**config.mk**
```make
export PLATFORM = sky130hd
export DESIGN_NAME = masked_adder
export DESIGN_NICKNAME = d
export VERILOG_FILES = /design/src/hw/masked_add_pkg.sv /design/src/hw/delay_masked_shares.sv /design/src/hw/dom_and.sv /design/src/hw/ks_prefix_level.sv /design/src/hw/masked_adder.sv
export SDC_FILE = /design/constraint.sdc
export NUM_CORES = 1
export LEC_CHECK = 0
export BUFFER_PORTS_ARGS = -buffer_cell sky130_fd_sc_hd__buf_2
export CELL_PAD_IN_SITES_DETAIL_PLACEMENT = 1
export CELL_PAD_IN_SITES_GLOBAL_PLACEMENT = 1
export CORE_MARGIN = 3
export CORE_UTILIZATION = 53
export CTS_CLUSTER_DIAMETER = 200
export DETAILED_ROUTE_END_ITERATION = 10
export PLACE_DENSITY_LB_ADDON = 0.1
export SLEW_MARGIN = 30
export SYNTH_ARGS = -nofsm -noshare
export SYNTH_HDL_FRONTEND = slang
export SYNTH_HIERARCHICAL = 1
export SYNTH_SLANG_ARGS = --single-unit
export TNS_END_PERCENT = 30
```
**constraint.sdc**
```tcl
create_clock -name clk -period 2.3 [get_ports clk]
set_input_delay 0.345 -clock clk [delete_from_list [all_inputs] [get_ports clk]]
set_output_delay 0.345 -clock clk [all_outputs]
set_load 0.1 [all_outputs]
```
**src/hw/masked_add_pkg.sv**
```systemverilog
/* Shared sizes for the first-order masked Kogge-Stone adder.
   Imported by wildcard into every RTL module of the adder. */

package masked_add_pkg;

    // ==================================================
    // Data path geometry
    // ==================================================

    // Operand and sum width, one share pair per bit
    localparam int ADD_W = 16;

    // Prefix levels of the Kogge-Stone tree, log2 of ADD_W
    localparam int LEVELS = 4;

    // Generate stage, one cycle per level, then the sum register
    localparam int LATENCY = 1 + LEVELS + 1;

    // ==================================================
    // Randomness budget per cycle
    // ==================================================

    // One fresh bit per DOM AND in the generate stage
    localparam int RND_GEN_W = ADD_W;

    // Two ANDs per bit in every prefix level (generate and propagate)
    localparam int RND_LVL_W = 2 * ADD_W;

    // Whole random word consumed each cycle
    localparam int RND_W = RND_GEN_W + LEVELS * RND_LVL_W;

endpackage

```
**src/hw/delay_masked_shares.sv**
```systemverilog
/* Zeroizable shift register for a vector of share pairs.
   Delays every pair by N cycles; reset or zeroize clears all stages. */

`timescale 1ns/1ps

module delay_masked_shares import masked_add_pkg::*; #(
    // Number of share pairs carried
    parameter int WIDTH = ADD_W,
    // Delay in cycles, at least 1
    parameter int N = 1
) (
    input  wire        clk,
    input  wire        rst_n,
    input  wire        zeroize,
    input  wire [1:0]  input_reg [WIDTH-1:0],
    output logic [1:0] delayed_reg [WIDTH-1:0]
);

    // Stage 0 takes the input, stage N-1 drives the output
    logic [1:0] stage_q [N-1:0][WIDTH-1:0];

    always_ff @(posedge clk) begin
        if (!rst_n || zeroize) begin
            // Wipe every item in flight
            for (int s = 0; s < N; s++) begin
                for (int i = 0; i < WIDTH; i++) begin
                    stage_q[s][i] <= 2'b00;
                end
            end
        end else begin
            // Advance the older stages first in index order
            for (int s = N - 1; s > 0; s--) begin
                for (int i = 0; i < WIDTH; i++) begin
                    stage_q[s][i] <= stage_q[s-1][i];
                end
            end
            for (int i = 0; i < WIDTH; i++) begin
                stage_q[0][i] <= input_reg[i];
            end
        end
    end

    // Output is the oldest stage
    always_comb begin
        for (int i = 0; i < WIDTH; i++) begin
            delayed_reg[i] = stage_q[N-1][i];
        end
    end

endmodule

```
**src/hw/dom_and.sv**
```systemverilog
/* Vector of first-order DOM AND gates, one fresh random bit per gate.
   Result shares appear one cycle after the operands are sampled. */

`timescale 1ns/1ps

module dom_and import masked_add_pkg::*; (
    input  wire             clk,
    input  wire             rst_n,
    input  wire             zeroize,
    input  wire [1:0]       x [ADD_W-1:0],
    input  wire [1:0]       y [ADD_W-1:0],
    input  wire [ADD_W-1:0] r,
    output logic [1:0]      z [ADD_W-1:0]
);

    // Registered inner-domain and refreshed cross-domain terms
    logic [ADD_W-1:0] inner0_q;
    logic [ADD_W-1:0] inner1_q;
    logic [ADD_W-1:0] cross01_q;
    logic [ADD_W-1:0] cross10_q;

    always_ff @(posedge clk) begin
        if (!rst_n || zeroize) begin
            inner0_q  <= '0;
            inner1_q  <= '0;
            cross01_q <= '0;
            cross10_q <= '0;
        end else begin
            for (int i = 0; i < ADD_W; i++) begin
                inner0_q[i]  <= x[i][0] & y[i][0];
                inner1_q[i]  <= x[i][1] & y[i][1];
                // Cross terms masked by the same bit, cancels in the unmasked sum
                cross01_q[i] <= (x[i][0] & y[i][1]) ^ r[i];
                cross10_q[i] <= (x[i][1] & y[i][0]) ^ r[i];
            end
        end
    end

    // Domain compression only after the register stage
    always_comb begin
        for (int i = 0; i < ADD_W; i++) begin
            z[i][0] = inner0_q[i] ^ cross01_q[i];
            z[i][1] = inner1_q[i] ^ cross10_q[i];
        end
    end

endmodule

```
**src/hw/ks_prefix_level.sv**
```systemverilog
/* One masked Kogge-Stone prefix level at distance DIST.
   Combines generate/propagate share pairs with a latency of one cycle. */

`timescale 1ns/1ps

module ks_prefix_level import masked_add_pkg::*; #(
    // Span to the lower group, 1, 2, 4 or 8
    parameter int DIST = 1
) (
    input  wire                 clk,
    input  wire                 rst_n,
    input  wire                 zeroize,
    input  wire [1:0]           g_in  [ADD_W-1:0],
    input  wire [1:0]           p_in  [ADD_W-1:0],
    input  wire [RND_LVL_W-1:0] r,
    output logic [1:0]          g_out [ADD_W-1:0],
    output logic [1:0]          p_out [ADD_W-1:0]
);

    // ==================================================
    // Operands from the group DIST bits below
    // ==================================================

    logic [1:0] g_low [ADD_W-1:0];
    logic [1:0] p_low [ADD_W-1:0];

    // Bits below DIST already reach bit 0, so they see a zero group
    for (genvar i = 0; i < ADD_W; i++) begin : g_sel
        if (i >= DIST) begin : g_upper
            assign g_low[i] = g_in[i-DIST];
            assign p_low[i] = p_in[i-DIST];
        end else begin : g_lower
            assign g_low[i] = 2'b00;
            assign p_low[i] = 2'b00;
        end
    end

    // ==================================================
    // Masked AND layer
    // ==================================================

    // p_i & G_low, the carry generated in the lower group
    logic [1:0] pg [ADD_W-1:0];

    dom_and u_and_g (
        .clk     (clk),
        .rst_n   (rst_n),
        .zeroize (zeroize),
        .x       (p_in),
        .y       (g_low),
        .r       (r[ADD_W-1:0]),
        .z       (pg)
    );

    // p_i & P_low becomes the new group propagate directly
    dom_and u_and_p (
        .clk     (clk),
        .rst_n   (rst_n),
        .zeroize (zeroize),
        .x       (p_in),
        .y       (p_low),
        .r       (r[RND_LVL_W-1:ADD_W]),
        .z       (p_out)
    );

    // Linear term waits one cycle to meet the AND result
    logic [1:0] g_dly [ADD_W-1:0];

    delay_masked_shares #(
        .WIDTH (ADD_W),
        .N     (1)
    ) u_g_dly (
        .clk         (clk),
        .rst_n       (rst_n),
        .zeroize     (zeroize),
        .input_reg   (g_in),
        .delayed_reg (g_dly)
    );

    // G and P of one group are exclusive, so the OR reduces to XOR per domain
    always_comb begin
        for (int i = 0; i < ADD_W; i++) begin
            g_out[i] = g_dly[i] ^ pg[i];
        end
    end

endmodule

```
**src/hw/masked_adder.sv**
```systemverilog
/* Top of the first-order masked 16-bit adder, Boolean shares in and out.
   Accepts one operand pair per cycle; the sum follows LATENCY cycles later. */

`timescale 1ns/1ps

module masked_adder import masked_add_pkg::*; (
    input  wire             clk,
    input  wire             rst_n,
    input  wire             zeroize,
    input  wire             in_valid,
    input  wire [1:0]       a_shares [ADD_W-1:0],
    input  wire [1:0]       b_shares [ADD_W-1:0],
    input  wire [RND_W-1:0] rnd,
    output logic            out_valid,
    output logic [1:0]      sum_shares [ADD_W-1:0]
);

    // ==================================================
    // Generate stage
    // ==================================================

    // Index k is the input of prefix level k, LEVELS is the tree output
    logic [1:0] g_stage [LEVELS:0][ADD_W-1:0];
    logic [1:0] p_stage [LEVELS:0][ADD_W-1:0];

    // Bitwise propagate, linear so each share is handled on its own
    logic [1:0] p_raw [ADD_W-1:0];

    always_comb begin
        for (int i = 0; i < ADD_W; i++) begin
            p_raw[i] = a_shares[i] ^ b_shares[i];
        end
    end

    dom_and u_gen_and (
        .clk     (clk),
        .rst_n   (rst_n),
        .zeroize (zeroize),
        .x       (a_shares),
        .y       (b_shares),
        .r       (rnd[RND_GEN_W-1:0]),
        .z       (g_stage[0])
    );

    // Align p with the registered generate terms
    delay_masked_shares #(.WIDTH(ADD_W), .N(1)) u_p_gen_dly (
        .clk         (clk),
        .rst_n       (rst_n),
        .zeroize     (zeroize),
        .input_reg   (p_raw),
        .delayed_reg (p_stage[0])
    );

    // ==================================================
    // Prefix tree, distances 1, 2, 4, 8
    // ==================================================

    for (genvar k = 0; k < LEVELS; k++) begin : g_level
        ks_prefix_level #(.DIST(1 << k)) u_level (
            .clk     (clk),
            .rst_n   (rst_n),
            .zeroize (zeroize),
            .g_in    (g_stage[k]),
            .p_in    (p_stage[k]),
            .r       (rnd[RND_GEN_W + k*RND_LVL_W +: RND_LVL_W]),
            .g_out   (g_stage[k+1]),
            .p_out   (p_stage[k+1])
        );
    end

    // Original propagate held until the final carries are ready
    logic [1:0] p_final [ADD_W-1:0];

    delay_masked_shares #(.WIDTH(ADD_W), .N(LEVELS + 1)) u_p_sum_dly (
        .clk         (clk),
        .rst_n       (rst_n),
        .zeroize     (zeroize),
        .input_reg   (p_raw),
        .delayed_reg (p_final)
    );

    // ==================================================
    // Sum register and valid pipeline
    // ==================================================

    // Carry into bit i is the group generate of bits i-1 down to 0
    logic [1:0] carry [ADD_W-1:0];

    always_comb begin
        carry[0] = 2'b00;
        for (int i = 1; i < ADD_W; i++) begin
            carry[i] = g_stage[LEVELS][i-1];
        end
    end

    always_ff @(posedge clk) begin
        if (!rst_n || zeroize) begin
            for (int i = 0; i < ADD_W; i++) begin
                sum_shares[i] <= 2'b00;
            end
        end else begin
            for (int i = 0; i < ADD_W; i++) begin
                sum_shares[i] <= p_final[i] ^ carry[i];
            end
        end
    end

    // Valid rides as a trivially shared bit, share 1 fixed at zero
    logic [1:0] valid_in  [0:0];
    logic [1:0] valid_out [0:0];

    assign valid_in[0] = {1'b0, in_valid};

    delay_masked_shares #(.WIDTH(1), .N(LATENCY)) u_valid_dly (
        .clk         (clk),
        .rst_n       (rst_n),
        .zeroize     (zeroize),
        .input_reg   (valid_in),
        .delayed_reg (valid_out)
    );

    assign out_valid = valid_out[0][0] ^ valid_out[0][1];

endmodule

```
==> run metrics <==
Startpoint Class register; CTS buffer count 84; total grt overflow 0; Pre-antenna DRT Iters 5; final slew viol count 0; Hold Fails Final Rpt 0; CTS tree yes; full die area 63100 um^2; combinational power share under 10%; endpoint arrival time on the critical path between 1500 and 2000 ps; Clock Power Share a little over two fifths; Layout area overhead 16.3%; total number of vias 21232; maximum vdd drop slightly below 0.5 mV; Antenna Nets Post-Route 0; Chip Height 251 um; average size of a mapped cell 11.6 um^2; worst endpoint required time 1960 ps; vias per cell about 5.3; Cell Area, Placed roughly 34000 um^2; worst-path maximum fanout 1; cell row count ~90; leak pwr around 19 nW; Final Util 62.5%; Max Clk Rate between 500 and 600 MHz; initial antenna violation count 22; fin area ~37000 um^2; Setup TNS 0 ps; first-pass GRT wire length ~130 mm; DP HPWL around 57 mm; element type at the critical path end primary output; core area ~59000 um^2; clk root buf clkbuf_16; Port Buffers 220; WS Path Type reg2out; Reg power frac approximately half; Iter 0 DRT Violations around 920; DRC 0; routability cong. slightly below 0.8; Slew @ Worst Pin 883 ps; global-route usage over all layers between 20% and 30%; Max-Cap Viols 0; share of cells above drive strength 1 25.3%; synth warn 6; vias in the first global route between 20000 and 25000; Nets about 3400; RSZ-0062 raised after global routing false; Min Hold Slack around 25 ps; Cell Int Power 23.3 mW; Clock Latency Late Sink about 630 ps; Routed WL roughly 83 mm; period utilization between 80% and 90%; final setup violation count 0; Psw ~7 mW; Clock transition at path regs 60 ps; HP Class in2reg; H-tree depth 3; clk_skew about 18 ps; Longest Clk Path Bufs 3; crit path time final 1980 ps; wire per inst 20.7 um; fillcell total around 6100; synthesized area 31800 um^2; pin count of the biggest net entering global routing 71; starting density of the core a little over half; CTS Sinks 834; I/O pins 245; die width ~250 um; total power around 30 mW; Synth Instances around 2700; Switching Fraction between 20% and 30%; outcome complete, no violations; Slew Limit Headroom 40.9%; Cell Pwr Density between 800 and 900 nW/um^2
## power by group through the flow
| stage | combinational [mW] | clock [mW] | sequential [mW] |
|---|---|---|---|
| after floorplan | 1.40 | 0 | 15.4 |
| after global placement | 2.16 | 0 | 15.3 |
| after detailed placement | 2.25 | 0 | 15.3 |
| after CTS | 2.37 | 13.2 | 15.0 |
| after global routing | 2.59 | 13.8 | 15.1 |
| final | 2.40 | 13.0 | 15.0 |
## per-layer routing
layer / part of all wire (%) / up-vias / track usage [%]
met5: 0.10 / - / 0
met4: 2.8 / 14 / 8.32
met3: 4.3 / 146 / 4.51
met2: 49 / 389 / 44.6
met1: 44 / 10540 / 32.6
li1: - / 10143 / -
## worst max-delay path, cell delays in order (launching register included)
cell	delay, ps
dfxtp_1	330
xor2_1	220
buf_2	470
## metrics by stage
| stage | instances | worst slack (ps) |
|---|---|---|
| floorplan | 2874 | 127 |
| global placement | 3759 | 576 |
| detailed placement | 3759 | 541 |
| CTS | 3973 | 285 |
| global route | 3979 | 230 |
| finish | 3987 | 324 |
## final timing paths
check,start,endpoint,slack [ps],depth (start not counted)
worst max-delay path,u_valid_dly/stage_q[0][10],out_valid,320,2
worst min register to register,u_p_sum_dly/stage_q[0][129],sum_shares[1],420,2
worst min-delay path,rnd[8],u_gen_and/cross01_q[8],20,3
worst max register to register,g_level[0].u_level/u_and_p/cross10_q[3],g_level[1].u_level/u_and_g/cross10_q[3],760,3
## cell type report
cell class	instances	area (um^2)	share of cell area, %
Timing Repair Buffer	335	2220	6.01
Inverter	2	7.51	0.0203
Sequential cell	834	16700	45.1
Antenna cell	14	35.0	0.0946
Tap cell	773	967	2.61
Multi-Input combinational cell	1887	14500	39.1
Clock buffer	126	2470	6.68
Clock inverter	16	138	0.372
## sequential cells by signal, indices dropped and copies added, names as in the netlist
register                           flops
g_level.u_level/u_and_g/cross01_q     60
g_level.u_level/u_and_g/cross10_q     60
g_level.u_level/u_and_g/inner0_q      60
g_level.u_level/u_and_g/inner1_q      60
g_level.u_level/u_and_p/cross01_q     45
g_level.u_level/u_and_p/cross10_q     45
g_level.u_level/u_and_p/inner0_q      45
g_level.u_level/u_and_p/inner1_q      45
g_level.u_level/u_g_dly/stage_q      120
sum_shares                            32
u_gen_and/cross01_q                   15
u_gen_and/cross10_q                   15
u_gen_and/inner0_q                    15
u_gen_and/inner1_q                    15
u_p_gen_dly/stage_q                   30
u_p_sum_dly/stage_q                  160
u_valid_dly/stage_q                   12
## placed cells by master, fill, tap and decap left out, drive strengths merged
cell type    instances
nand3b             240
clkbuf             128
xor2               393
dlygate4sd3         72
xnor2               30
a21bo              240
buf                261
clkinvlp             1
nor2                32
a21oi              240
bufinv               1
inv                  4
and3               240
dfxtp              834
diode               14
and3b              322
clkinv              12
nand2b               9
conb               133
nor2b                8
## repair_timing
action                                 4_1_cts  5_1_grt
setup buffers                                0        0
resized for setup                            0        0
endpoints found under the hold margin       57        0
hold buffers                                72        0
No activity file was read; power rests on OpenSTA's default activity.
